## src/common/axil_pkg.sv

```systemverilog
package axil_pkg;

   localparam int ADDR_W = 4;
   localparam int DATA_W = 32;

   // ------------------------------------------------------------------
   // Channel payloads. Valid and ready travel as separate bits.
   // ------------------------------------------------------------------
   typedef struct packed {
      logic [ADDR_W-1:0] addr;
   } axil_aw_t;

   typedef struct packed {
      logic [DATA_W-1:0]   data;
      logic [DATA_W/8-1:0] strb;  // Ignored, full-word writes only.
   } axil_w_t;

   typedef struct packed {
      logic [1:0] resp;
   } axil_b_t;

   typedef struct packed {
      logic [ADDR_W-1:0] addr;
   } axil_ar_t;

   typedef struct packed {
      logic [DATA_W-1:0] data;
      logic [1:0]        resp;
   } axil_r_t;

   localparam logic [1:0] RESP_OKAY   = 2'b00;
   localparam logic [1:0] RESP_SLVERR = 2'b10;

   // ------------------------------------------------------------------
   // Register map.
   // ------------------------------------------------------------------
   localparam logic [ADDR_W-1:0] REG_OPERAND = 4'h0;  // Write only.
   localparam logic [ADDR_W-1:0] REG_RESULT  = 4'h4;  // Read only, pops.
   localparam logic [ADDR_W-1:0] REG_STATUS  = 4'h8;  // Read only.

   // Field positions inside the data word.
   localparam int OPERAND_DIVISOR_LSB  = 16;
   localparam int RESULT_QUOTIENT_LSB  = 16;
   localparam int RESULT_OVERFLOW_BIT  = 31;
   localparam int STATUS_OP_COUNT_LSB  = 0;
   localparam int STATUS_RES_COUNT_LSB = 8;
   localparam int STATUS_CNT_W         = 8;

endpackage

```

## src/common/div_pkg.sv

```systemverilog
package div_pkg;

   // ------------------------------------------------------------------
   // Operand and result widths.
   // ------------------------------------------------------------------
   localparam int DIVIDEND_W = 11;  // Also the remainder width.
   localparam int DIVISOR_W  = 4;
   localparam int QUOTIENT_W = 8;   // One pipeline step per quotient bit.

   // ------------------------------------------------------------------
   // Queue payloads.
   // ------------------------------------------------------------------

   // Operand pair as taken from the operand register.
   typedef struct packed {
      logic [DIVIDEND_W-1:0] dividend;
      logic [DIVISOR_W-1:0]  divisor;
   } div_operand_t;

   // Finished division. On overflow the quotient saturates
   // and the remainder carries the dividend.
   typedef struct packed {
      logic                  overflow;
      logic [QUOTIENT_W-1:0] quotient;
      logic [DIVIDEND_W-1:0] remainder;
   } div_result_t;

endpackage

```

## src/div_pipeline/div_pipeline.sv

```systemverilog
`timescale 1ns/1ps

module div_pipeline #(
   parameter int RESULT_DEPTH = 4
) (
   input  logic                                clk,
   input  logic                                reset,
   input  logic                                op_empty,
   output logic                                op_pop,
   input  div_pkg::div_operand_t               op_data,
   input  logic [$clog2(RESULT_DEPTH+1)-1:0]   res_count,
   output logic                                res_push,
   output div_pkg::div_result_t                res_data
);

   localparam int CNT_W   = $clog2(RESULT_DEPTH + 1);
   localparam int QW      = div_pkg::QUOTIENT_W;
   localparam int DVD_W   = div_pkg::DIVIDEND_W;
   localparam int DIFF_W  = DVD_W + 1;
   localparam int LIMIT_W = div_pkg::DIVISOR_W + QW;
   localparam int STAGES  = QW + 1;  // Overflow check plus one per bit.

   typedef struct packed {
      logic                          overflow;
      logic [div_pkg::DIVISOR_W-1:0] divisor;
      logic [QW-1:0]                 quotient;
      logic [DVD_W-1:0]              rem;
   } stage_t;

   stage_t              stage_q [STAGES];
   logic [STAGES-1:0]   stage_vld;
   logic [CNT_W-1:0]    in_flight;
   logic [CNT_W:0]      credits_used;
   logic [LIMIT_W-1:0]  limit;
   logic                entry_ovf;

   // ------------------------------------------------------------------
   // Issue control. Every item in flight owns a slot in the result
   // queue, so the pipeline never has to stall.
   // ------------------------------------------------------------------
   assign credits_used = {1'b0, in_flight} + {1'b0, res_count};
   assign op_pop       = !op_empty && (credits_used < (CNT_W+1)'(RESULT_DEPTH));

   always_ff @(posedge clk)
   begin
      if (reset)
         in_flight <= '0;
      else if (op_pop && !res_push)
         in_flight <= in_flight + 1'b1;
      else if (res_push && !op_pop)
         in_flight <= in_flight - 1'b1;
   end

   always_ff @(posedge clk)
   begin
      if (reset)
         stage_vld <= '0;
      else
         stage_vld <= {stage_vld[STAGES-2:0], op_pop};
   end

   // ------------------------------------------------------------------
   // Entry stage. Quotient would need more than QW bits.
   // ------------------------------------------------------------------
   assign limit     = {op_data.divisor, {QW{1'b0}}};
   assign entry_ovf = (op_data.divisor == '0) || (LIMIT_W'(op_data.dividend) >= limit);

   always_ff @(posedge clk)
   begin
      stage_q[0].overflow <= entry_ovf;
      stage_q[0].divisor  <= op_data.divisor;
      stage_q[0].quotient <= '0;
      stage_q[0].rem      <= op_data.dividend;
   end

   // ------------------------------------------------------------------
   // Restoring steps, most significant quotient bit first.
   // ------------------------------------------------------------------
   for (genvar i = 0; i < QW; i++)
   begin : g_step
      localparam int SHIFT = QW - 1 - i;

      logic [DVD_W-1:0]  sub_val;
      logic [DIFF_W-1:0] diff;

      assign sub_val = DVD_W'(stage_q[i].divisor) << SHIFT;
      assign diff    = {1'b0, stage_q[i].rem} - {1'b0, sub_val};  // Extra bit is the sign.

      always_ff @(posedge clk)
      begin
         stage_q[i+1].overflow <= stage_q[i].overflow;
         stage_q[i+1].divisor  <= stage_q[i].divisor;
         if (stage_q[i].overflow)
         begin
            stage_q[i+1].rem      <= stage_q[i].rem;  // Saturate.
            stage_q[i+1].quotient <= {stage_q[i].quotient[QW-2:0], 1'b1};
         end
         else if (!diff[DIFF_W-1])
         begin
            stage_q[i+1].rem      <= diff[DVD_W-1:0];
            stage_q[i+1].quotient <= {stage_q[i].quotient[QW-2:0], 1'b1};
         end
         else
         begin
            stage_q[i+1].rem      <= stage_q[i].rem;
            stage_q[i+1].quotient <= {stage_q[i].quotient[QW-2:0], 1'b0};
         end
      end
   end

   assign res_push = stage_vld[STAGES-1];

   always_comb
   begin
      res_data.overflow  = stage_q[STAGES-1].overflow;
      res_data.quotient  = stage_q[STAGES-1].quotient;
      res_data.remainder = stage_q[STAGES-1].rem;
   end

endmodule

```

## src/axil_read_port.sv

```systemverilog
`timescale 1ns/1ps

module axil_read_port (
   input  logic                                  clk,
   input  logic                                  reset,
   // Read address.
   input  logic                                  arvalid,
   output logic                                  arready,
   input  axil_pkg::axil_ar_t                    ar,
   // Read data.
   output logic                                  rvalid,
   input  logic                                  rready,
   output axil_pkg::axil_r_t                     r,
   // Result queue.
   input  logic                                  res_empty,
   output logic                                  res_pop,
   input  div_pkg::div_result_t                  res_data,
   // Queue occupancy for the status word.
   input  logic [axil_pkg::STATUS_CNT_W-1:0]     op_count,
   input  logic [axil_pkg::STATUS_CNT_W-1:0]     res_count
);

   logic                        rd_fire;
   logic                        is_result;
   logic                        is_status;
   logic [axil_pkg::DATA_W-1:0] rd_data;
   logic [1:0]                  rd_resp;

   assign arready   = !rvalid;
   assign rd_fire   = arvalid && !rvalid;
   assign is_result = (ar.addr == axil_pkg::REG_RESULT);
   assign is_status = (ar.addr == axil_pkg::REG_STATUS);
   assign res_pop   = rd_fire && is_result && !res_empty;

   // ------------------------------------------------------------------
   // Read data formatting.
   // ------------------------------------------------------------------
   always_comb
   begin
      rd_data = '0;
      rd_resp = axil_pkg::RESP_SLVERR;
      if (is_result && !res_empty)
      begin
         rd_data[axil_pkg::RESULT_OVERFLOW_BIT] = res_data.overflow;
         rd_data[axil_pkg::RESULT_QUOTIENT_LSB +: div_pkg::QUOTIENT_W] = res_data.quotient;
         rd_data[div_pkg::DIVIDEND_W-1:0] = res_data.remainder;
         rd_resp = axil_pkg::RESP_OKAY;
      end
      else if (is_status)
      begin
         rd_data[axil_pkg::STATUS_OP_COUNT_LSB +: axil_pkg::STATUS_CNT_W]  = op_count;
         rd_data[axil_pkg::STATUS_RES_COUNT_LSB +: axil_pkg::STATUS_CNT_W] = res_count;
         rd_resp = axil_pkg::RESP_OKAY;
      end
   end

   // ------------------------------------------------------------------
   // Read response, held until taken.
   // ------------------------------------------------------------------
   always_ff @(posedge clk)
   begin
      if (reset)
         rvalid <= 1'b0;
      else if (rd_fire)
         rvalid <= 1'b1;
      else if (rready)
         rvalid <= 1'b0;
   end

   always_ff @(posedge clk)
   begin
      if (rd_fire)
      begin
         r.data <= rd_data;
         r.resp <= rd_resp;
      end
   end

endmodule

```

## src/axil_write_port.sv

```systemverilog
`timescale 1ns/1ps

module axil_write_port (
   input  logic                  clk,
   input  logic                  reset,
   // Write address.
   input  logic                  awvalid,
   output logic                  awready,
   input  axil_pkg::axil_aw_t    aw,
   // Write data.
   input  logic                  wvalid,
   output logic                  wready,
   input  axil_pkg::axil_w_t     w,
   // Write response.
   output logic                  bvalid,
   input  logic                  bready,
   output axil_pkg::axil_b_t     b,
   // Operand queue.
   input  logic                  op_full,
   output logic                  op_push,
   output div_pkg::div_operand_t op_data
);

   logic wr_fire;
   logic addr_ok;

   // Address and data are taken together, never while a response waits.
   assign wr_fire = awvalid && wvalid && !bvalid;
   assign awready = wr_fire;
   assign wready  = wr_fire;

   assign addr_ok = (aw.addr == axil_pkg::REG_OPERAND);
   assign op_push = wr_fire && addr_ok && !op_full;  // Full queue drops it.

   // ------------------------------------------------------------------
   // Operand fields.
   // ------------------------------------------------------------------
   always_comb
   begin
      op_data.dividend = w.data[div_pkg::DIVIDEND_W-1:0];
      op_data.divisor  = w.data[axil_pkg::OPERAND_DIVISOR_LSB +: div_pkg::DIVISOR_W];
   end

   // ------------------------------------------------------------------
   // Write response.
   // ------------------------------------------------------------------
   always_ff @(posedge clk)
   begin
      if (reset)
         bvalid <= 1'b0;
      else if (wr_fire)
         bvalid <= 1'b1;
      else if (bready)
         bvalid <= 1'b0;
   end

   always_ff @(posedge clk)
   begin
      if (wr_fire)
      begin
         if (addr_ok && !op_full)
            b.resp <= axil_pkg::RESP_OKAY;
         else
            b.resp <= axil_pkg::RESP_SLVERR;  // Bad address or no room.
      end
   end

endmodule

```

## src/div_unit_top.sv

```systemverilog
`timescale 1ns/1ps

module div_unit_top #(
   parameter int OPERAND_DEPTH = 4,
   parameter int RESULT_DEPTH  = 4
) (
   input  logic               clk,
   input  logic               reset,
   input  logic               awvalid,
   output logic               awready,
   input  axil_pkg::axil_aw_t aw,
   input  logic               wvalid,
   output logic               wready,
   input  axil_pkg::axil_w_t  w,
   output logic               bvalid,
   input  logic               bready,
   output axil_pkg::axil_b_t  b,
   input  logic               arvalid,
   output logic               arready,
   input  axil_pkg::axil_ar_t ar,
   output logic               rvalid,
   input  logic               rready,
   output axil_pkg::axil_r_t  r
);

   localparam int OP_CNT_W  = $clog2(OPERAND_DEPTH + 1);
   localparam int RES_CNT_W = $clog2(RESULT_DEPTH + 1);
   localparam int STAT_W    = axil_pkg::STATUS_CNT_W;

   logic                  op_full;
   logic                  op_empty;
   logic                  op_push;
   logic                  op_pop;
   div_pkg::div_operand_t op_wr_data;
   div_pkg::div_operand_t op_rd_data;
   logic [OP_CNT_W-1:0]   op_count;
   logic                  res_empty;
   logic                  res_push;
   logic                  res_pop;
   div_pkg::div_result_t  res_wr_data;
   div_pkg::div_result_t  res_rd_data;
   logic [RES_CNT_W-1:0]  res_count;
   logic [STAT_W-1:0]     op_count_st;
   logic [STAT_W-1:0]     res_count_st;

   // Counts widened to the status field.
   assign op_count_st  = {{(STAT_W - OP_CNT_W){1'b0}}, op_count};
   assign res_count_st = {{(STAT_W - RES_CNT_W){1'b0}}, res_count};

   axil_write_port wr_port0 (
      .clk(clk), .reset(reset),
      .awvalid(awvalid), .awready(awready), .aw(aw),
      .wvalid(wvalid), .wready(wready), .w(w),
      .bvalid(bvalid), .bready(bready), .b(b),
      .op_full(op_full), .op_push(op_push), .op_data(op_wr_data)
   );

   sync_fifo #(.payload_t(div_pkg::div_operand_t), .DEPTH(OPERAND_DEPTH)) op_fifo0 (
      .clk(clk), .reset(reset),
      .push(op_push), .push_data(op_wr_data),
      .pop(op_pop), .pop_data(op_rd_data),
      .full(op_full), .empty(op_empty), .count(op_count)
   );

   div_pipeline #(.RESULT_DEPTH(RESULT_DEPTH)) pipe0 (
      .clk(clk), .reset(reset),
      .op_empty(op_empty), .op_pop(op_pop), .op_data(op_rd_data),
      .res_count(res_count), .res_push(res_push), .res_data(res_wr_data)
   );

   // Full is never seen here, the pipeline credits keep room.
   sync_fifo #(.payload_t(div_pkg::div_result_t), .DEPTH(RESULT_DEPTH)) res_fifo0 (
      .clk(clk), .reset(reset),
      .push(res_push), .push_data(res_wr_data),
      .pop(res_pop), .pop_data(res_rd_data),
      .full(), .empty(res_empty), .count(res_count)
   );

   axil_read_port rd_port0 (
      .clk(clk), .reset(reset),
      .arvalid(arvalid), .arready(arready), .ar(ar),
      .rvalid(rvalid), .rready(rready), .r(r),
      .res_empty(res_empty), .res_pop(res_pop), .res_data(res_rd_data),
      .op_count(op_count_st), .res_count(res_count_st)
   );

endmodule

```

## src/sync_fifo.sv

```systemverilog
`timescale 1ns/1ps

module sync_fifo #(
   parameter type payload_t = logic [7:0],
   parameter int  DEPTH     = 4
) (
   input  logic                       clk,
   input  logic                       reset,
   input  logic                       push,
   input  payload_t                   push_data,
   input  logic                       pop,
   output payload_t                   pop_data,
   output logic                       full,
   output logic                       empty,
   output logic [$clog2(DEPTH+1)-1:0] count
);

   localparam int PTR_W = (DEPTH > 1) ? $clog2(DEPTH) : 1;
   localparam int CNT_W = $clog2(DEPTH + 1);

   payload_t         mem [DEPTH];
   logic [PTR_W-1:0] wr_ptr;
   logic [PTR_W-1:0] rd_ptr;

   function automatic logic [PTR_W-1:0] next_ptr(input logic [PTR_W-1:0] ptr);
      return (ptr == PTR_W'(DEPTH - 1)) ? '0 : ptr + 1'b1;
   endfunction

   always_ff @(posedge clk)
   begin
      if (push)
         mem[wr_ptr] <= push_data;
   end

   always_ff @(posedge clk)
   begin
      if (reset)
      begin
         wr_ptr <= '0;
         rd_ptr <= '0;
         count  <= '0;
      end
      else
      begin
         if (push)
            wr_ptr <= next_ptr(wr_ptr);
         if (pop)
            rd_ptr <= next_ptr(rd_ptr);
         if (push && !pop)
            count <= count + 1'b1;
         else if (pop && !push)
            count <= count - 1'b1;
      end
   end

   assign pop_data = mem[rd_ptr];  // Head of queue, shown before the pop.
   assign full     = (count == CNT_W'(DEPTH));
   assign empty    = (count == '0);

endmodule

```

## config.mk

```make
export PLATFORM = sky130hd
export DESIGN_NAME = div_unit_top
export DESIGN_NICKNAME = d
export VERILOG_FILES = /design/src/common/axil_pkg.sv /design/src/common/div_pkg.sv /design/src/div_pipeline/div_pipeline.sv /design/src/axil_read_port.sv /design/src/axil_write_port.sv /design/src/div_unit_top.sv /design/src/sync_fifo.sv
export SDC_FILE = /design/constraint.sdc
export NUM_CORES = 1
export LEC_CHECK = 0
export BUFFER_PORTS_ARGS = -buffer_cell sky130_fd_sc_hd__buf_4
export CORE_ASPECT_RATIO = 0.8
export CORE_MARGIN = 3
export CORE_UTILIZATION = 50
export DETAILED_ROUTE_END_ITERATION = 7
export PLACE_DENSITY = 0.68
export SLEW_MARGIN = 5
export SYNTH_ARGS = -nofsm -noshare
export SYNTH_HDL_FRONTEND = slang
export SYNTH_HIERARCHICAL = 1
export SYNTH_SLANG_ARGS = --single-unit
```

## constraint.sdc

```tcl
create_clock -name clk -period 3.5 [get_ports clk]
set_clock_uncertainty 0.05 [all_clocks]
set_input_delay 0.35 -clock clk [delete_from_list [all_inputs] [get_ports clk]]
set_output_delay 0.35 -clock clk [all_outputs]
set_load 0.05 [all_outputs]
```

# Word-level counts from Yosys, hierarchy flattened
# Memory sizes are Yosys's and may differ from the RTL's. A register that Yosys moved wholly into a read port is not among the register bits.
# Index checks and enable logic that the tools add are counted.
[totals] reg_bits=57 ramBits=356 in_bits=51 wordCells=235 memories=3
[mem_list] memory="pipe0.stage_q" depth=9 width=24 read_ports=9 rd_ports_with_merged_regs=0 wr=9 line_no="div_pipeline.sv:30" text="stage_t stage_q [STAGES];"
[mem_list] memory="res_fifo0.mem" depth=4 width=20 read_ports=1 rd_ports_with_merged_regs=1 wr=1 line_no="sync_fifo.sv:21" text="payload_t mem [DEPTH];"
[mem_list] memory="op_fifo0.mem" depth=4 width=15 read_ports=1 rd_ports_with_merged_regs=1 wr=1 line_no="sync_fifo.sv:21"
[classes] addsub=19 magnitude_cmp=2 n_eq_ne=7 mux=122 n_bitwise=32 n_reduce_logical=35
[ops] operator="$mux W11" n=18
[ops] operator="$mux W8" n=16
[ops] operator="$mux W1" n=72
[ops] operator="$or A1 B1 Y1" n=32
[ops] operator="$mux W2" n=10
[ops] operator="$mux W3" n=6
[ops] operator="$logic_and A1 B1 Y1" n=16
[ops] operator="$ge A11 B12 Y1" n=1
[ops] operator="$sub A11 B10 Y12" n=1
[ops] operator="$sub A11 B11 Y12" n=1
[ops] operator="$sub A11 B4 Y12" n=1
[ops] operator="$sub A11 B5 Y12" n=1
[ops] operator="$sub A11 B6 Y12" n=1
[ops] operator="$sub A11 B7 Y12" n=1
[ops] operator="$sub A11 B8 Y12" n=1
[ops] operator="$sub A11 B9 Y12" n=1
[ops] operator="$reduce_bool A2 Y1" n=5
[ops] operator="$add A3 B1 Y3 const B" n=3
[ops] operator="$logic_not A1 Y1" n=9
[ops] operator="$sub A3 B1 Y3 const B" n=3
[ops] operator="$add A2 B1 Y2 const B" n=4
[ops] operator="$eq A2 B2 Y1 const B" n=4
[ops] operator="$logic_not A4 Y1" n=2
[ops] operator="$logic_not A3 Y1" n=2
[ops] operator="other kinds (6)" n=6

# Logic depth before layout (Yosys ltp)
[depth] depth_word=8 mapped_depth=11 ltp_nobuf=10

# Modules after synthesis
# The synthesis kept the hierarchy.
[by_module_without_submodules] mod="div_pipeline" n_inst=1 cells_each=552 area_per_inst_um2=7708.6 seq_area_each_um2=5004.8
[by_module_without_submodules] mod="sync_fifo at res_fifo0" n_inst=1 cells_each=149 area_per_inst_um2=3328.2 seq_area_each_um2=2582.5
[by_module_without_submodules] mod="sync_fifo at op_fifo0" n_inst=1 cells_each=123 area_per_inst_um2=2637.5 seq_area_each_um2=1981.9
[by_module_without_submodules] mod="axil_read_port" n_inst=1 cells_each=88 area_per_inst_um2=1311.3 seq_area_each_um2=800.8
[by_module_without_submodules] mod="axil_write_port" n_inst=1 cells_each=27 area_per_inst_um2=235.2 seq_area_each_um2=50.0
[by_module_without_submodules] mod="div_unit_top" n_inst=1 cells_each=1 area_per_inst_um2=3.8 seq_area_each_um2=0.0

# Least setup slack after synthesis
# OpenSTA, ideal clock, no wires.
[synth_path] path_kind="register to register" startpoint="register rd_port0.rvalid" endpoint="register res_fifo0.count[2]" arrival_ns=3.175 t_required_ns=3.380 setup_slack_ns=0.205 stages_incl_launch_ff=10 n_path_buf=0 period_less_slack_ns=3.295 path_cell_list="dfxtp_1 -> nor2b_1 -> nor3b_2 -> inv_1 -> ha_1 -> inv_1 -> fa_1 -> xor2_1 -> or3_1 -> a21oi_1"
[synth_between] elab_chain_cells=7 word_cells_on_any_way=9 classes_between="1 x mux; 8 x reduce/logical"
[synth_lines] element="from (decl)" line_no="axil_read_port.sv:11" text="output logic rvalid,"
[synth_lines] element="from (signal assigned)" line_no="axil_read_port.sv:63" text="rvalid <= 1'b0;"
[synth_lines] element="from (signal assigned)" line_no="axil_read_port.sv:65" text="rvalid <= 1'b1;"
[synth_lines] element="from (signal assigned)" line_no="axil_read_port.sv:67" text="rvalid <= 1'b0;"
[synth_lines] element="$logic_not A1 Y1 *" line_no="axil_read_port.sv:30" text="assign rd_fire = arvalid && !rvalid;"
[synth_lines] element="$logic_and A1 B1 Y1 *" line_no="axil_read_port.sv:30"
[synth_lines] element="via rd_port0.rd_fire" line_no="axil_read_port.sv:23" text="logic rd_fire;"
[synth_lines] element="$logic_and A1 B1 Y1 * (2 in series)" line_no="axil_read_port.sv:33" text="assign res_pop = rd_fire && is_result && !res_empty;"
[synth_lines] element="via res_pop" line_no="div_unit_top.sv:39" text="logic res_pop;"
[synth_lines] element="$logic_not A1 Y1" line_no="sync_fifo.sv:49" text="if (push && !pop)"
[synth_lines] element="$logic_and A1 B1 Y1" line_no="sync_fifo.sv:49"
[synth_lines] element="$mux W3 / $reduce_bool A2 Y1 (equally long branches)"
[synth_lines] element="to (signal assigned)" line_no="sync_fifo.sv:50" text="count <= count + 1'b1;"
[synth_lines] element="to (signal assigned)" line_no="sync_fifo.sv:52" text="count <= count - 1'b1;"
[synth_lines] element="to (decl)" line_no="sync_fifo.sv:15" text="output logic [$clog2(DEPTH+1)-1:0] count"
# The timed path passes the listed nets; every way through them passes the cells marked *.
# A chain may end at the register's enable or synchronous reset.

# Worst setup path in the final report
[layout_path] startpoint="register res_fifo0.count[2]" endpoint="register pipe0.in_flight[2]"
[layout_between] elab_chain_cells=6 word_cells_on_any_way=8 classes_between="1 x add/sub; 1 x order compare; 1 x mux; 5 x reduce/logical"
[layout_lines] element="$add A3 B3 Y4 *" line_no="div_pipeline.sv:41" text="assign credits_used = {1'b0, in_flight} + {1'b0, res_count};"
[layout_lines] element="$lt A4 B3 Y1 *" line_no="div_pipeline.sv:42" text="assign op_pop = !op_empty && (credits_used < (CNT_W+1)'(RESULT_DEPTH));"
[layout_lines] element="$logic_and A1 B1 Y1 *" line_no="div_pipeline.sv:42"
[layout_lines] element="via op_pop" line_no="div_unit_top.sv:33" text="logic op_pop;"
[layout_lines] element="$logic_not A1 Y1" line_no="div_pipeline.sv:50" text="else if (res_push && !op_pop)"
[layout_lines] element="$logic_and A1 B1 Y1" line_no="div_pipeline.sv:50"
[layout_lines] element="$reduce_bool A2 Y1 (no source line)"
[layout_lines] element="to (signal assigned)" line_no="div_pipeline.sv:49" text="in_flight <= in_flight + 1'b1;"
[layout_lines] element="to (signal assigned)" line_no="div_pipeline.sv:51" text="in_flight <= in_flight - 1'b1;"
[layout_lines] element="to (decl)" line_no="div_pipeline.sv:32" text="logic [CNT_W-1:0] in_flight;"
# Marked as above.

==> flow_summary.html <==
<table>
<tr><th>Metric</th><th>Value</th></tr>
<tr><th colspan="2">Run status</th></tr>
<tr><td>Run status</td><td>finished, final reports clean</td></tr>
<tr><th colspan="2">Clocking</th></tr>
<tr><td>Clock root buffer</td><td>clkbuf_16</td></tr>
<tr><td>Buffers from clock root to sink, at most</td><td>3</td></tr>
<tr><td>Clock-pin slew on the worst setup and hold paths</td><td>around 0.060 ns</td></tr>
<tr><td>H-Tree Depth</td><td>2</td></tr>
<tr><td>Clock sink count</td><td>around 380</td></tr>
<tr><td>Insertion delay of the later-clocked pin in the worst-skew pair</td><td>~0.52 ns</td></tr>
<tr><td>Number of buffers added by the clock tree synthesis step</td><td>39</td></tr>
<tr><td>Number of setup buffers added after CTS</td><td>0</td></tr>
<tr><td>TritonCTS clock tree</td><td>yes</td></tr>
<tr><th colspan="2">Run</th></tr>
<tr><td>Max cap viols</td><td>0</td></tr>
<tr><th colspan="2">Route</th></tr>
<tr><td>Via density per instance</td><td>4.87</td></tr>
<tr><td>Post-route DRC</td><td>0</td></tr>
<tr><td>Detailed-route wire length per cell</td><td>approximately 15 um</td></tr>
<tr><td>DRC violation total after the first TritonRoute iteration</td><td>380</td></tr>
<tr><td>Via Count</td><td>7,783</td></tr>
<tr><td>Remaining antenna violation count</td><td>0</td></tr>
<tr><td>First drt pass iteration count</td><td>4</td></tr>
<tr><td>DRT Wirelength</td><td>about 23 mm</td></tr>
<tr><th colspan="2">Critical path</th></tr>
<tr><td>Class of the most critical setup path</td><td>reg2reg</td></tr>
<tr><td>Element type at the critical path end</td><td>flop</td></tr>
<tr><td>Reg-to-reg startpoint</td><td>res_fifo0/count[2]</td></tr>
<tr><td>Number of cells on the worst reg-to-reg path</td><td>9</td></tr>
<tr><td>Worst r2r dst</td><td>pipe0/in_flight[2]</td></tr>
<tr><td>Type of element launching the critical path</td><td>flop</td></tr>
<tr><td>Peak fanout along the critical path</td><td>5</td></tr>
<tr><td>Worst setup path start</td><td>res_fifo0/count[2]</td></tr>
<tr><td>Critical path arrival</td><td>between 3 and 4 ns</td></tr>
<tr><td>Slack of the worst reg-to-reg path</td><td>just over 0.5 ns</td></tr>
<tr><td>End point of the critical path</td><td>pipe0/in_flight[2]</td></tr>
<tr><td>Worst endpoint required time</td><td>around 4 ns</td></tr>
<tr><th colspan="2">STA</th></tr>
<tr><td>Final Hold Fails</td><td>0</td></tr>
<tr><td>Setup repair after global routing missed its margin</td><td>false</td></tr>
<tr><td>Setup total negative slack</td><td>0 ns</td></tr>
<tr><td>Final Setup Violations</td><td>0</td></tr>
<tr><td>Fmax</td><td>between 300 and 400 MHz</td></tr>
<tr><td>Transition time of the tightest slew-check pin</td><td>between 1 and 1.5 ns</td></tr>
<tr><td>Fin crit share</td><td>0.856</td></tr>
<tr><td>Max-slew headroom at the worst pin</td><td>0.279</td></tr>
<tr><td>Final count of pins violating max slew</td><td>0</td></tr>
<tr><td>Minimum clock period</td><td>between 2 and 3 ns</td></tr>
<tr><th colspan="2">Power</th></tr>
<tr><td>Seq pwr share</td><td>0.454</td></tr>
<tr><td>Power, Total</td><td>around 14,000 uW</td></tr>
<tr><td>Psw</td><td>about 4000 uW</td></tr>
<tr><td>IR Drop Worst-Case VDD</td><td>416 uV</td></tr>
<tr><td>Static leakage</td><td>about 0.0067 uW</td></tr>
<tr><td>Power share of the clock group</td><td>0.300</td></tr>
<tr><td>Power per cell area</td><td>787 nW/um^2</td></tr>
<tr><td>Portion of total power attributed to combinational logic</td><td>0.246</td></tr>
<tr><td>Internal cell power</td><td>10,100 uW</td></tr>
<tr><td>Fraction of power spent switching nets</td><td>0.283</td></tr>
<tr><th colspan="2">Floorplanning</th></tr>
<tr><td>Number of cell rows</td><td>56</td></tr>
<tr><td>Die Area</td><td>between 30,000 and 40,000 sq um</td></tr>
<tr><td>Number of top-level pins</td><td>92</td></tr>
<tr><td>Area of the placeable core</td><td>29,600 sq um</td></tr>
<tr><td>Floorplan die width</td><td>between 200 and 250 um</td></tr>
<tr><td>Overall die height</td><td>~160 um</td></tr>
<tr><td>Starting utilization of the core area</td><td>0.513</td></tr>
<tr><th colspan="2">Global routing</th></tr>
<tr><td>Number of global-route vias before repair</td><td>7,957</td></tr>
<tr><td>Antenna violations before repair</td><td>0</td></tr>
<tr><td>Remaining global-route overflow</td><td>0</td></tr>
<tr><td>Global-route wire length before repair</td><td>between 30 and 40 mm</td></tr>
<tr><td>Total routing resource utilization after global routing</td><td>0.148</td></tr>
<tr><td>Pin count of the biggest net entering global routing</td><td>29</td></tr>
<tr><th colspan="2">Cells and area</th></tr>
<tr><td>Proportion of layout cells with a drive suffix above 1</td><td>0.166</td></tr>
<tr><td>Final non-filler cell total</td><td>between 1.5k and 2k</td></tr>
<tr><td>Layout Area Growth over Synthesis</td><td>18.0%</td></tr>
<tr><td># nets final</td><td>1,272</td></tr>
<tr><td>Final design utilization</td><td>0.606</td></tr>
<tr><td>Count of fill cells added during filler insertion</td><td>~2.2k</td></tr>
<tr><td>Diodes inserted</td><td>0</td></tr>
<tr><th colspan="2">Placement</th></tr>
<tr><td>Total of buffers placed on input and output ports</td><td>between 60 and 70</td></tr>
<tr><td>Routability Congestion</td><td>0.768</td></tr>
<tr><td>Count of placed standard cells including taps</td><td>between 1.5k and 2k</td></tr>
<tr><td>Hpwl dp</td><td>around 16 mm</td></tr>
<tr><th colspan="2">Yosys</th></tr>
<tr><td>Number of warnings issued by yosys</td><td>6</td></tr>
<tr><td>Avg Inst Size Synth</td><td>around 16 sq um</td></tr>
<tr><td>Cell area after technology mapping</td><td>~15,000 sq um</td></tr>
<tr><td>Number of cells produced by synthesis</td><td>between 900 and 1k</td></tr>
<tr><th colspan="2">Min path</th></tr>
<tr><td>Classification of the worst-slack hold path</td><td>in2reg</td></tr>
</table>
==> final cells by class <==
class | instances | area, sq um | share of cell area
repair buffers | 82 | 656 | 0.0365
multi-input cells | 597 | 4780 | 0.266
clock inverters | 20 | 243 | 0.0135
flip-flops and latches | 375 | 10400 | 0.580
well taps | 406 | 508 | 0.0283
inverters | 65 | 244 | 0.0136
clock buffers | 52 | 1110 | 0.0617
==> flip-flops by register name, summed over array words and instances, names as in the netlist, named ones only <==
register	count
op_fifo0/count	3
op_fifo0/mem	60
op_fifo0/rd_ptr	2
op_fifo0/wr_ptr	2
pipe0/in_flight	3
pipe0/stage_q	176
pipe0/stage_vld	9
rd_port0/r	26
rd_port0/rvalid	1
res_fifo0/count	3
res_fifo0/mem	80
res_fifo0/rd_ptr	2
res_fifo0/wr_ptr	2
wr_port0/b	1
wr_port0/bvalid	1
==> critical path, cell delays in order (launching register included) <==
cell	delay, ns
dfxtp_1	0.44
ha_1	0.26
or4_1	0.46
a31oi_1	0.41
ha_1	0.27
inv_1	0.06
fa_1	0.37
xor2_1	0.16
or3_1	0.30
a21oi_1	0.14
==> power groups by stage <==
stage	Clock [uW]	Combinational, uW	Sequential, uW
2_1_floorplan	0	2800	6370
3_3_place_gp	0	3350	6480
3_5_place_dp	0	3450	6520
4_1_cts	4350	3500	6430
5_1_grt	4530	3960	6530
6_report	4240	3470	6420
==> how the worst min path moves through the flow <==
stage | depth (start not counted) | to | slack (ns) | startpoint
after floorplan | 0 | pipe0/stage_q[4][23] | 0.28 | pipe0/stage_q[3][23]
final | 3 | wr_port0/bvalid | 0.04 | bready
after CTS | 3 | wr_port0/bvalid | 0.02 | bready
after detailed placement | 0 | pipe0/stage_q[3][21] | 0.29 | pipe0/stage_q[2][21]
after global placement | 0 | pipe0/stage_q[3][21] | 0.30 | pipe0/stage_q[2][21]
after global routing | 2 | wr_port0/b[1] | 0.05 | aw[1]
==> through the flow <==
stage / hold slack (ns) / worst slack, ns / cell area [sq um]
detailed placement: 0.292 / 0.543 / 16400
CTS: 0.0197 / 0.512 / 18000
finish: 0.0449 / 0.504 / 18000
global route: 0.0496 / 0.367 / 18000
floorplan: 0.279 / 0.205 / 15700
global placement: 0.296 / 0.576 / 16400
==> layout by cell type, fill, tap and decap left out, drive strengths merged, types with 32 or more instances in the layout <==
cell type  count
edfxtp       291
inv           66
dfxtp         84
clkbuf        52
conb         143
mux4          35
nor2b         32
ha            50
nor2          49
buf           66
==> timing repair <==
item                      CTS  global route
gates resized for setup     0             0
hold endpoints to repair   61             0
hold buffers               16             0
==> per-layer routing <==
layer	routed length (um)	vias to the layer above	global-route usage
met3	837	35	0.0266
li1	-	3815	-
met1	10500	3817	0.196
met2	11800	116	0.256
met4	414	0	0.0409
met5	0	-	0
(Power assumes the default switching activity.)
